===== src/common/fetch_pkg.sv =====
`default_nettype none

package fetch_pkg;

    // bus and line geometry
    localparam int LINE_BITS      = 256;
    localparam int BEAT_BITS      = 64;
    localparam int BEATS_PER_LINE = LINE_BITS / BEAT_BITS;
    localparam int WORDS_PER_LINE = LINE_BITS / 32;

    // byte offset inside a line
    localparam int OFFSET_BITS    = $clog2(LINE_BITS / 8);

    // queue payload, fetch to decode
    typedef struct packed {
        logic [63:0] order;
        logic [31:0] pc;
        logic [31:0] inst;
    } fetch_entry_t;

endpackage

`default_nettype wire


===== src/common/rv32i_pkg.sv =====
`default_nettype none

package rv32i_pkg;

    // base opcodes, inst[6:0]
    typedef enum logic [6:0] {
        op_b_lui   = 7'b0110111,
        op_b_auipc = 7'b0010111,
        op_b_imm   = 7'b0010011,
        op_b_reg   = 7'b0110011,
        op_b_br    = 7'b1100011,
        op_b_jal   = 7'b1101111,
        op_b_jalr  = 7'b1100111,
        op_b_load  = 7'b0000011,
        op_b_store = 7'b0100011
    } opcode_e;

    typedef enum logic [1:0] {
        alu  = 2'b00,
        br   = 2'b01,
        mem  = 2'b10,
        none = 2'b11
    } op_class_e;

    typedef struct packed {
        logic        valid;
        logic [63:0] order;
        logic [31:0] pc;
        logic [31:0] inst;
        op_class_e   op_class;
        logic [4:0]  rd_addr;
        logic [4:0]  rs1_addr;
        logic [4:0]  rs2_addr;
    } decoded_t;

    function automatic op_class_e classify(input logic [6:0] opcode);
        case (opcode)
            op_b_lui, op_b_auipc, op_b_imm, op_b_reg: return alu;
            op_b_br, op_b_jal, op_b_jalr:             return br;
            op_b_load, op_b_store:                    return mem;
            default:                                  return none; // unknown opcode
        endcase
    endfunction

endpackage

`default_nettype wire

===== src/design/cpu_frontend.sv =====
`timescale 1ns/100ps
`default_nettype none

module cpu_frontend
import rv32i_pkg::*;
import fetch_pkg::*;
#(
    parameter logic [31:0] RESET_PC    = 32'haaaaa000,
    parameter int          IQ_DEPTH    = 16,
    parameter int          NUM_CREDITS = 4
) (
    input  wire logic                 clk,
    input  wire logic                 rst,

    output logic [31:0]               bmem_addr_o,
    output logic                      bmem_read_o,
    input  wire logic                 bmem_ready_i,
    input  wire logic [BEAT_BITS-1:0] bmem_rdata_i,
    input  wire logic                 bmem_rvalid_i,

    output decoded_t                  decoded_o,
    input  wire logic                 credit_i
);

    logic                 miss_req;
    logic [31:0]          miss_addr;
    logic                 fill_done;
    logic [LINE_BITS-1:0] fill_line;

    logic                 iq_full;
    logic                 iq_empty;
    logic                 enq;
    logic                 deq;
    fetch_entry_t         enq_entry;
    fetch_entry_t         head_entry;

    fetch_unit #(
        .RESET_PC    (RESET_PC)
    ) i_fetch_unit (
        .clk         (clk),
        .rst         (rst),
        .miss_req_o  (miss_req),
        .miss_addr_o (miss_addr),
        .fill_done_i (fill_done),
        .fill_line_i (fill_line),
        .iq_full_i   (iq_full),
        .enq_o       (enq),
        .entry_o     (enq_entry)
    );

    line_fill i_line_fill (
        .clk           (clk),
        .rst           (rst),
        .miss_req_i    (miss_req),
        .miss_addr_i   (miss_addr),
        .bmem_addr_o   (bmem_addr_o),
        .bmem_read_o   (bmem_read_o),
        .bmem_ready_i  (bmem_ready_i),
        .bmem_rdata_i  (bmem_rdata_i),
        .bmem_rvalid_i (bmem_rvalid_i),
        .fill_done_o   (fill_done),
        .fill_line_o   (fill_line)
    );

    instr_queue #(
        .IQ_DEPTH (IQ_DEPTH)
    ) i_instr_queue (
        .clk      (clk),
        .rst      (rst),
        .enq_i    (enq),
        .entry_i  (enq_entry),
        .full_o   (iq_full),
        .deq_i    (deq),
        .entry_o  (head_entry),
        .empty_o  (iq_empty)
    );

    decode_stage #(
        .NUM_CREDITS (NUM_CREDITS)
    ) i_decode_stage (
        .clk         (clk),
        .rst         (rst),
        .iq_empty_i  (iq_empty),
        .iq_entry_i  (head_entry),
        .deq_o       (deq),
        .credit_i    (credit_i),
        .decoded_o   (decoded_o)
    );

endmodule

`default_nettype wire


===== src/design/decode_stage.sv =====
`timescale 1ns/100ps
`default_nettype none

module decode_stage
import rv32i_pkg::*;
import fetch_pkg::*;
#(
    parameter int NUM_CREDITS = 4
) (
    input  wire logic         clk,
    input  wire logic         rst,

    input  wire logic         iq_empty_i,
    input  wire fetch_entry_t iq_entry_i,
    output logic              deq_o,

    // rename side
    input  wire logic         credit_i,
    output decoded_t          decoded_o
);

    localparam int CNT_BITS = $clog2(NUM_CREDITS + 1);

    logic [CNT_BITS-1:0] credits_q;
    logic                valid_q;
    decoded_t            dec_d;
    decoded_t            dec_q;

    assign deq_o = !iq_empty_i && (credits_q != '0);

    always_comb begin
        dec_d          = '0;
        dec_d.valid    = deq_o;
        dec_d.order    = iq_entry_i.order;
        dec_d.pc       = iq_entry_i.pc;
        dec_d.inst     = iq_entry_i.inst;
        dec_d.op_class = classify(iq_entry_i.inst[6:0]);
        dec_d.rd_addr  = iq_entry_i.inst[11:7];
        dec_d.rs1_addr = iq_entry_i.inst[19:15];
        dec_d.rs2_addr = iq_entry_i.inst[24:20];
    end

    // one credit per dequeue, one back per credit pulse
    always_ff @(posedge clk) begin
        if (rst) begin
            credits_q <= CNT_BITS'(NUM_CREDITS);
            valid_q   <= 1'b0;
        end else begin
            valid_q <= deq_o;
            if (deq_o && !credit_i) begin
                credits_q <= credits_q - 1'b1;
            end else if (!deq_o && credit_i) begin
                credits_q <= credits_q + 1'b1;
            end
        end
    end

    always_ff @(posedge clk) begin
        if (deq_o) dec_q <= dec_d;
    end

    always_comb begin
        decoded_o       = dec_q;
        decoded_o.valid = valid_q;
    end

    // consumer must not return more than it was given
    a_credit_bound: assert property (
        @(posedge clk) disable iff (rst) credits_q <= CNT_BITS'(NUM_CREDITS)
    ) else $error("credit counter above limit");

endmodule

`default_nettype wire


===== src/design/instr_queue.sv =====
`timescale 1ns/100ps
`default_nettype none

module instr_queue
import fetch_pkg::*;
#(
    parameter int IQ_DEPTH = 16
) (
    input  wire logic         clk,
    input  wire logic         rst,

    input  wire logic         enq_i,
    input  wire fetch_entry_t entry_i,
    output logic              full_o,

    input  wire logic         deq_i,
    output fetch_entry_t      entry_o,
    output logic              empty_o
);

    localparam int PTR_BITS = $clog2(IQ_DEPTH);

    fetch_entry_t        mem_q [IQ_DEPTH];

    // msb is the wrap bit
    logic [PTR_BITS:0]   wr_ptr_q;
    logic [PTR_BITS:0]   rd_ptr_q;

    assign empty_o = (wr_ptr_q == rd_ptr_q);
    assign full_o  = (wr_ptr_q[PTR_BITS] != rd_ptr_q[PTR_BITS])
                  && (wr_ptr_q[PTR_BITS-1:0] == rd_ptr_q[PTR_BITS-1:0]);

    assign entry_o = mem_q[rd_ptr_q[PTR_BITS-1:0]]; // head, no read latency

    always_ff @(posedge clk) begin
        if (rst) begin
            wr_ptr_q <= '0;
            rd_ptr_q <= '0;
        end else begin
            if (enq_i) wr_ptr_q <= wr_ptr_q + 1'b1;
            if (deq_i) rd_ptr_q <= rd_ptr_q + 1'b1;
        end
    end

    always_ff @(posedge clk) begin
        if (enq_i) mem_q[wr_ptr_q[PTR_BITS-1:0]] <= entry_i;
    end

    a_no_overflow: assert property (
        @(posedge clk) disable iff (rst) enq_i |-> !full_o
    ) else $error("enqueue into full queue");

    a_no_underflow: assert property (
        @(posedge clk) disable iff (rst) deq_i |-> !empty_o
    ) else $error("dequeue from empty queue");

endmodule

`default_nettype wire


===== src/fetch/fetch_unit.sv =====
`timescale 1ns/100ps
`default_nettype none

module fetch_unit
import fetch_pkg::*;
#(
    parameter logic [31:0] RESET_PC = 32'haaaaa000
) (
    input  wire logic                 clk,
    input  wire logic                 rst,

    // line fill side
    output logic                      miss_req_o,
    output logic [31:0]               miss_addr_o,
    input  wire logic                 fill_done_i,
    input  wire logic [LINE_BITS-1:0] fill_line_i,

    // queue side
    input  wire logic                 iq_full_i,
    output logic                      enq_o,
    output fetch_entry_t              entry_o
);

    localparam int TAG_BITS = 32 - OFFSET_BITS;
    localparam int SEL_BITS = $clog2(WORDS_PER_LINE);

    logic [31:0]          pc_q;
    logic [63:0]          order_q;

    // one-line buffer
    logic [LINE_BITS-1:0] line_q;
    logic [TAG_BITS-1:0]  tag_q;
    logic                 line_valid_q;

    logic                 hit;
    logic [SEL_BITS-1:0]  word_sel;
    logic [31:0]          word;

    assign hit      = line_valid_q && (tag_q == pc_q[31:OFFSET_BITS]);
    assign word_sel = pc_q[OFFSET_BITS-1:2];
    assign word     = line_q[word_sel*32 +: 32];

    // miss stays up until the buffer holds the pc's line
    assign miss_req_o  = !hit;
    assign miss_addr_o = {pc_q[31:OFFSET_BITS], {OFFSET_BITS{1'b0}}};

    assign enq_o = hit && !iq_full_i;

    always_comb begin
        entry_o       = '0;
        entry_o.order = order_q;
        entry_o.pc    = pc_q;
        entry_o.inst  = word;
    end

    // pc and order advance only with a write
    always_ff @(posedge clk) begin
        if (rst) begin
            pc_q    <= RESET_PC;
            order_q <= '0;
        end else if (enq_o) begin
            pc_q    <= pc_q + 32'd4;
            order_q <= order_q + 64'd1;
        end
    end

    always_ff @(posedge clk) begin
        if (rst) begin
            line_valid_q <= 1'b0;
        end else if (fill_done_i) begin
            line_valid_q <= 1'b1;
        end
    end

    always_ff @(posedge clk) begin
        if (fill_done_i) begin
            line_q <= fill_line_i;
            tag_q  <= miss_addr_o[31:OFFSET_BITS]; // pc holds still during a miss
        end
    end

    // a fill only answers a pending miss
    a_fill_on_miss: assert property (
        @(posedge clk) disable iff (rst) fill_done_i |-> miss_req_o
    ) else $error("line fill done with no miss pending");

endmodule

`default_nettype wire


===== src/fetch/line_fill.sv =====
`timescale 1ns/100ps
`default_nettype none

module line_fill
import fetch_pkg::*;
(
    input  wire logic                 clk,
    input  wire logic                 rst,

    input  wire logic                 miss_req_i,
    input  wire logic [31:0]          miss_addr_i,

    // burst read bus
    output logic [31:0]               bmem_addr_o,
    output logic                      bmem_read_o,
    input  wire logic                 bmem_ready_i,
    input  wire logic [BEAT_BITS-1:0] bmem_rdata_i,
    input  wire logic                 bmem_rvalid_i,

    output logic                      fill_done_o,
    output logic [LINE_BITS-1:0]      fill_line_o
);

    localparam int CNT_BITS = $clog2(BEATS_PER_LINE);

    typedef enum logic [1:0] {
        st_idle,
        st_request,
        st_collect,
        st_done
    } fill_state_e;

    fill_state_e          state_q;
    logic [CNT_BITS-1:0]  beat_q;
    logic [31:0]          addr_q;
    logic [LINE_BITS-1:0] line_q;

    always_ff @(posedge clk) begin
        if (rst) begin
            state_q <= st_idle;
            beat_q  <= '0;
        end else begin
            case (state_q)
                st_idle: begin
                    if (miss_req_i) state_q <= st_request;
                end
                st_request: begin
                    if (bmem_ready_i) begin // accepted
                        state_q <= st_collect;
                        beat_q  <= '0;
                    end
                end
                st_collect: begin
                    if (bmem_rvalid_i) begin
                        beat_q <= beat_q + 1'b1;
                        if (beat_q == CNT_BITS'(BEATS_PER_LINE - 1)) state_q <= st_done;
                    end
                end
                default: state_q <= st_idle; // st_done lasts one cycle
            endcase
        end
    end

    always_ff @(posedge clk) begin
        if (state_q == st_idle && miss_req_i) addr_q <= miss_addr_i;
        if (state_q == st_collect && bmem_rvalid_i) begin
            line_q[beat_q*BEAT_BITS +: BEAT_BITS] <= bmem_rdata_i; // lowest beat first
        end
    end

    assign bmem_addr_o = addr_q;
    assign bmem_read_o = (state_q == st_request);
    assign fill_done_o = (state_q == st_done);
    assign fill_line_o = line_q;

    // memory only answers an accepted burst
    a_no_beat_in_idle: assert property (
        @(posedge clk) disable iff (rst) bmem_rvalid_i |-> state_q != st_idle
    ) else $error("read beat with no burst outstanding");

endmodule

`default_nettype wire


===== config.mk =====
export PLATFORM = sky130hd
export DESIGN_NAME = cpu_frontend
export DESIGN_NICKNAME = d
export VERILOG_FILES = /design/src/common/fetch_pkg.sv /design/src/common/rv32i_pkg.sv /design/src/design/cpu_frontend.sv /design/src/design/decode_stage.sv /design/src/design/instr_queue.sv /design/src/fetch/fetch_unit.sv /design/src/fetch/line_fill.sv
export SDC_FILE = /design/constraint.sdc
export NUM_CORES = 2
export LEC_CHECK = 0
export BUFFER_PORTS_ARGS = -buffer_cell sky130_fd_sc_hd__buf_2
export CAP_MARGIN = 20
export CORE_ASPECT_RATIO = 1.5
export CORE_UTILIZATION = 45
export DETAILED_ROUTE_END_ITERATION = 10
export GPL_ROUTABILITY_DRIVEN = 0
export PLACE_DENSITY_LB_ADDON = 0.1
export SYNTH_ARGS = -nofsm -noshare
export SYNTH_HDL_FRONTEND = slang
export SYNTH_HIERARCHICAL = 1
export SYNTH_SLANG_ARGS = --single-unit

===== constraint.sdc =====
create_clock -name clk -period 25.2 [get_ports clk]
set_clock_uncertainty 0.05 [all_clocks]
set_input_delay 5.04 -clock clk [delete_from_list [all_inputs] [get_ports clk]]
set_output_delay 5.04 -clock clk [all_outputs]
set_load 0.1 [all_outputs]

After elaboration in Yosys (flattened, before gate mapping)
Memories as Yosys holds them, arrays and structs flattened. A register that Yosys moved wholly into a read port is not among the register bits.
Index checks and enable logic that the tools add are counted.

storage, ports and cells
  bits in registers = 826
  memory bits (writable) = 2,048
  bits of input ports = 69
  memories = 1

cells by class
  add/subtract/negate cells = 8
  eq/ne operators = 21
  shift-type cells = 3
  mux-type cells = 16
  reduce and logical (&&, ||, !) cells = 22

memory list
  name                 depth  bits a word  rd ports  clocked after memory_dff  wr ports  RTL line           text
  i_instr_queue.mem_q  16     128          1         1                         1         instr_queue.sv:23  fetch_entry_t mem_q [IQ_DEPTH];

operator list
  operator                                                                   number
  256-bit bitwise mux                                                        1
  64-bit by 34-bit variable shift with 256-bit output, first input constant  1
  256-bit by 9-bit variable part select with 32-bit output                   1
  64-bit by 34-bit variable part select with 256-bit output                  1
  64-bit by 1-bit adder with 64-bit output, second input constant            1
  8-bit negator with 34-bit output                                           1
  32-bit by 3-bit adder with 32-bit output, second input constant            1
  27-bit equality test                                                       1
  7-bit by 6-bit equality test with 1-bit output, second input constant      3
  7-bit equality test, second input constant                                 3
  7-bit by 5-bit equality test with 1-bit output, second input constant      2
  2-bit two-way mux                                                          6
  2-bit one-hot mux with 3 select lines                                      2
  5-bit by 1-bit adder with 5-bit output, second input constant              2
  1-bit logical AND                                                          8
  4-bit two-way mux                                                          2
  7-bit by 2-bit equality test with 1-bit output, second input constant      1
  2-bit equality test, second input constant                                 3
  3-bit two-way mux                                                          2
  5-bit equality test                                                        1
  1-bit logical NOT                                                          5
  4-bit equality test                                                        1
  2-bit by 1-bit inequality test with 1-bit output, second input constant    2
  2-bit inequality test, second input constant                               2
  15 further kinds                                                           17

Depth between registers and ports, before layout
  depth in word-level cells = 7
  mapped depth = 14

Hierarchy
Netlist, hierarchy kept.

by module, submodules not included
  module        instances  cells an instance  area each (um2)  seq. area each (um2)
  instr_queue   1          3,160              77,912.2         61,779.3
  fetch_unit    1          1,043              15,787.6         10,400.0
  line_fill     1          620                10,870.4         8,728.4
  decode_stage  1          175                4,260.3          3,983.8

Least setup slack after synthesis
No wires, ideal clock.

  path type = flip-flop to flip-flop
  start = register i_instr_queue.wr_ptr_q[2]
  end = register i_decode_stage.credits_q[2]
  setup time = 0.127 ns
  arrival = 8.272 ns
  data required time = 25.023 ns
  path slack = 16.751 ns
  stages on the path, launching flop included = 12
  cell sequence = dfxtp_1 > clkbuf_1 > xnor2_1 > nand4_1 > nor2b_1 > nor2_1 > ha_1 > inv_1 > fa_1 > xor2_1 > o21ai_1 > or3b_1

on the way
  cells in the longest elaborated chain, start to end = 6
  elaborated cells on any way between the ends = 8
  classes of those cells = eq/ne (1); mux (1); reduce/logical (6)

RTL lines
  element                              RTL line            text
  from (decl)                          instr_queue.sv:26   logic [PTR_BITS:0] wr_ptr_q;
  from (signal assigned)               instr_queue.sv:40   if (enq_i) wr_ptr_q <= wr_ptr_q + 1'b1;
  5-bit equality test *                instr_queue.sv:29   assign empty_o = (wr_ptr_q == rd_ptr_q);
  named net iq_empty                   cpu_frontend.sv:31  logic iq_empty;
  1-bit logical NOT *                  decode_stage.sv:29  assign deq_o = !iq_empty_i && (credits_q != '0);
  1-bit logical AND *                  decode_stage.sv:29
  named net deq                        cpu_frontend.sv:33  logic deq;
  1-bit logical NOT                    decode_stage.sv:52  end else if (!deq_o && credit_i) begin
  1-bit logical AND                    decode_stage.sv:52
  2-bit nonzero test (no source line)  n/a
  to (signal assigned)                 decode_stage.sv:46  credits_q <= CNT_BITS'(NUM_CREDITS);
  to (signal assigned)                 decode_stage.sv:51  credits_q <= credits_q - 1'b1;
  to (signal assigned)                 decode_stage.sv:53  credits_q <= credits_q + 1'b1;
  to (decl)                            decode_stage.sv:24  logic [CNT_BITS-1:0] credits_q;

The timed path passes the listed nets; every way through them passes the cells marked *.
A chain may end at the register's enable or synchronous reset.

Worst setup path in the final report
  start = register i_line_fill.state_q[0]
  end = output port bmem_read_o

on the way
  cells in the longest elaborated chain, start to end = 1

RTL lines
  element                                         RTL line            text
  from (decl)                                     line_fill.sv:33     fill_state_e state_q;
  from (signal assigned)                          line_fill.sv:40     state_q <= st_idle;
  from (signal assigned)                          line_fill.sv:45     if (miss_req_i) state_q <= st_request;
  from (signal assigned)                          line_fill.sv:49     state_q <= st_collect;
  2-bit by 1-bit equality test with 1-bit output  line_fill.sv:72     assign bmem_read_o = (state_q == st_request);
  to (decl)                                       cpu_frontend.sv:16  output logic bmem_read_o,

Every way passes these cells.

==> results.ini <==
[clock_tree]
tritoncts.num_buffers=279
htree_num_levels=5
post_cts.repair.setup_buffers=0
cts_tree=yes
clock_latency_ns=0.84
cts_buffer_depth=4
holdBufCountCts=0
cts.repair.resized=0
clock-sinks=2866
root_buffer=sky130_fd_sc_hd__clkbuf_16
worst_setup_hold_path_clk_slew_ns=0.06

[grt]
grt_antenna_before_repair=40
grt_usage_pct=20.8
vias_in_the_first_global_route=52400
grt_overflow_total=0
grt_max_degree=137
first_pass_grt_wire_length_um=364000

[floorplanning]
number_of_top_level_pins=248
fp.dieH_um=604
coreArea_mm2=0.240
die-width_um=404
fp-row-count=220
start_util_pct=45.3
die_area_mm2=0.244

[setup_path]
worstRegToRegCells=11
critPathKind=register to output port
arrival_worst_endpoint_ns=1.98
critical_path.endpoint_type=output port
critPathMaxFanout=4
setup.worst_path.start_class=register
worst_ep_required_time_ns=20.11

[placed_design]
portBuffers=247
place.detailed.hpwl_um=134000

[sta]
min_period_over_period_pct=28.1
max-slew-margin-rel_pct=25.7
final_min_period_ns=7.07
worst_pin_slew_ns=1.12
slew_violations=0
timing.final.hold_violations=0
fin_setup_tns_ns=0
achievable-frequency_ghz=0.141
final-setup-viol-count=0
unrepaired_setup_endpoints_after_global_routing=false

[status]
run_status=finished, final reports clean

[synth]
synth.top_cells.by_count=sky130_fd_sc_hd__edfxtp_1, sky130_fd_sc_hd__mux4_2, sky130_fd_sc_hd__and2_1
sequential_element_share_of_the_synthesized_area_pct=78.0
ys_ff_latch=2866
synth_area_leader_cell=sky130_fd_sc_hd__edfxtp_1
number_of_enable_type_register_cells_in_the_synthesized_netlist=2749
synth_most_common_cell=sky130_fd_sc_hd__edfxtp_1
synth.area.top_cells=sky130_fd_sc_hd__edfxtp_1, sky130_fd_sc_hd__mux4_2, sky130_fd_sc_hd__dfxtp_1
fraction_of_synthesized_cell_area_taken_by_the_top_area_cell_type_pct=75.9
yosys_most_used_dff=sky130_fd_sc_hd__edfxtp_1
synth.distinct_cells=77
avgSynthCellArea_um2=21.8
number_of_warnings_printed_during_yosys_synthesis=6
syn_area_mm2=0.109
asyncSetResetFlopFracSynth_pct=0
synth_cells=4998

[routing]
drt_first_pass_iters=8
vias=49700
postRouteAntennaNets=0
route.detailed.wl_per_inst_um=28.7
remaining_drc_errors=0
detail_route.vias_per_cell=5.66
drt_iter0_drc=3774
route.final.wire_length_um=252000

[layout]
final_util_pct=50.9
final_layout_size_suffix_gt1_share_pct=26.4
areaGrowthSynthToFinish_pct=12.3
nets_finish=5436

[flow_run]
drv.max_cap_violation_count=0

[hold_path]
worst_hold_path_type=register to register
worstHoldPathCells=0

[power_and_ir_drop]
power.static_leakage_nw=38.3
max-vdd-ir-drop_mv=0.121
power.density_mw_per_mm2=84.5

## worst max-delay path, cell delays in order (launching register included)
cell	delay, ns
sky130_fd_sc_hd__dfxtp_1	0.42
sky130_fd_sc_hd__ha_1	0.27
sky130_fd_sc_hd__buf_2	0.45
## logic make-up (layout without fill, tap and decap cells)
family	Yosys count	after routing	share of synthesized area [%]
other	1	19	0.00345
muxes	760	760	14.1
AOI/OAI and AO/OA	275	275	1.58
buffers and inverters	321	864	1.61
DFF	2866	2866	78.0
and+or+nand+nor	687	687	3.91
adders and majority gates	19	19	0.225
xor gates and xnor gates	69	69	0.555
## metrics by stage
stage / setup WS [ns] / cell area, um2 / total power [mW] / std cells / hold slack [ns]
2_1_floorplan: 16.75 / 109000 / 6.23 / 5004 / 0.350
3_3_place_gp: 18.20 / 114000 / 6.40 / 8285 / 0.350
3_5_place_dp: 18.15 / 114000 / 6.40 / 8285 / 0.355
4_1_cts: 18.05 / 122000 / 10.5 / 8765 / 0.362
5_1_grt: 18.05 / 122000 / 10.7 / 8769 / 0.364
6_report: 18.13 / 122000 / 10.3 / 8778 / 0.360
## routing by layer
layer	wire, um	global-route usage, %
met5	141	0
met4	5380	5.00
met2	132000	36.9
met1	102000	26.5
met3	12500	3.37
## cell usage in the layout, fill, tap and decap left out, types with 22 or more instances in the layout
| cell type | Yosys | layout |
|---|---|---|
| sky130_fd_sc_hd__clkinv_1 | 1 | 50 |
| sky130_fd_sc_hd__edfxtp_1 | 2749 | 2749 |
| sky130_fd_sc_hd__o21ai_0 | 23 | 23 |
| sky130_fd_sc_hd__clkbuf_16 | 0 | 289 |
| sky130_fd_sc_hd__dfxtp_1 | 117 | 110 |
| sky130_fd_sc_hd__nand3_1 | 27 | 27 |
| sky130_fd_sc_hd__mux2i_1 | 107 | 107 |
| sky130_fd_sc_hd__o221ai_1 | 26 | 26 |
| sky130_fd_sc_hd__mux2_2 | 35 | 35 |
| sky130_fd_sc_hd__mux4_2 | 616 | 616 |
| sky130_fd_sc_hd__xor2_1 | 27 | 27 |
| sky130_fd_sc_hd__clkinv_2 | 0 | 34 |
| sky130_fd_sc_hd__a21oi_1 | 111 | 111 |
| sky130_fd_sc_hd__inv_1 | 29 | 29 |
| sky130_fd_sc_hd__or4_1 | 22 | 22 |
| sky130_fd_sc_hd__buf_2 | 57 | 246 |
| sky130_fd_sc_hd__nor2_1 | 70 | 69 |
| sky130_fd_sc_hd__nor2b_1 | 58 | 58 |
| sky130_fd_sc_hd__and2_2 | 24 | 25 |
| sky130_fd_sc_hd__and2_1 | 255 | 238 |
| sky130_fd_sc_hd__xnor2_1 | 42 | 42 |
| sky130_fd_sc_hd__clkbuf_1 | 99 | 56 |
| sky130_fd_sc_hd__buf_4 | 90 | 96 |
| sky130_fd_sc_hd__or3_1 | 30 | 30 |
| sky130_fd_sc_hd__a211oi_1 | 51 | 51 |
| sky130_fd_sc_hd__nand4_1 | 49 | 49 |
| sky130_fd_sc_hd__nand2_1 | 52 | 52 |
## flip-flops by register name, indices dropped and copies added, names as in the netlist, named ones only
| name | count |
|---|---|
| i_decode_stage/credits_q | 3 |
| i_decode_stage/decoded_o | 130 |
| i_decode_stage/valid_q | 1 |
| i_fetch_unit/line_q | 256 |
| i_fetch_unit/line_valid_q | 1 |
| i_fetch_unit/order_q | 64 |
| i_fetch_unit/pc_q | 30 |
| i_fetch_unit/tag_q | 27 |
| i_instr_queue/mem_q | 2048 |
| i_instr_queue/rd_ptr_q | 5 |
| i_instr_queue/wr_ptr_q | 5 |
| i_line_fill/beat_q | 2 |
| i_line_fill/bmem_addr_o | 32 |
| i_line_fill/fill_line_o | 256 |
| i_line_fill/state_q | 2 |
## worst paths after layout
path | start | to | slack, ns
setup / recovery | i_line_fill/state_q[0] | bmem_read_o | 18.13
hold / removal | i_line_fill/fill_line_o[171] | i_fetch_unit/line_q[171] | 0.36
setup reg to reg | i_fetch_unit/pc_q[26] | i_instr_queue/mem_q[0][111] | 18.78
hold reg to reg | i_line_fill/fill_line_o[171] | i_fetch_unit/line_q[171] | 0.36
## power breakdown
group	total, mW	internal [mW]	switching (mW)
Clock	4.05	2.31	1.74
Sequential	5.35	5.32	0.0376
Combinational	0.927	0.274	0.653
Total	10.3	7.90	2.43
## final cells by class
cell class | instances | area, um2
antenna | 12 | 30.0
clock buffer | 350 | 7510
clock inverter | 130 | 1170
fill | 19100 | 118000
inverter | 31 | 121
multi-input combinational | 1817 | 22300
sequential | 2866 | 84900
tap | 3219 | 4030
timing repair buffer | 353 | 2180
Power figures use the tool's default switching activity.
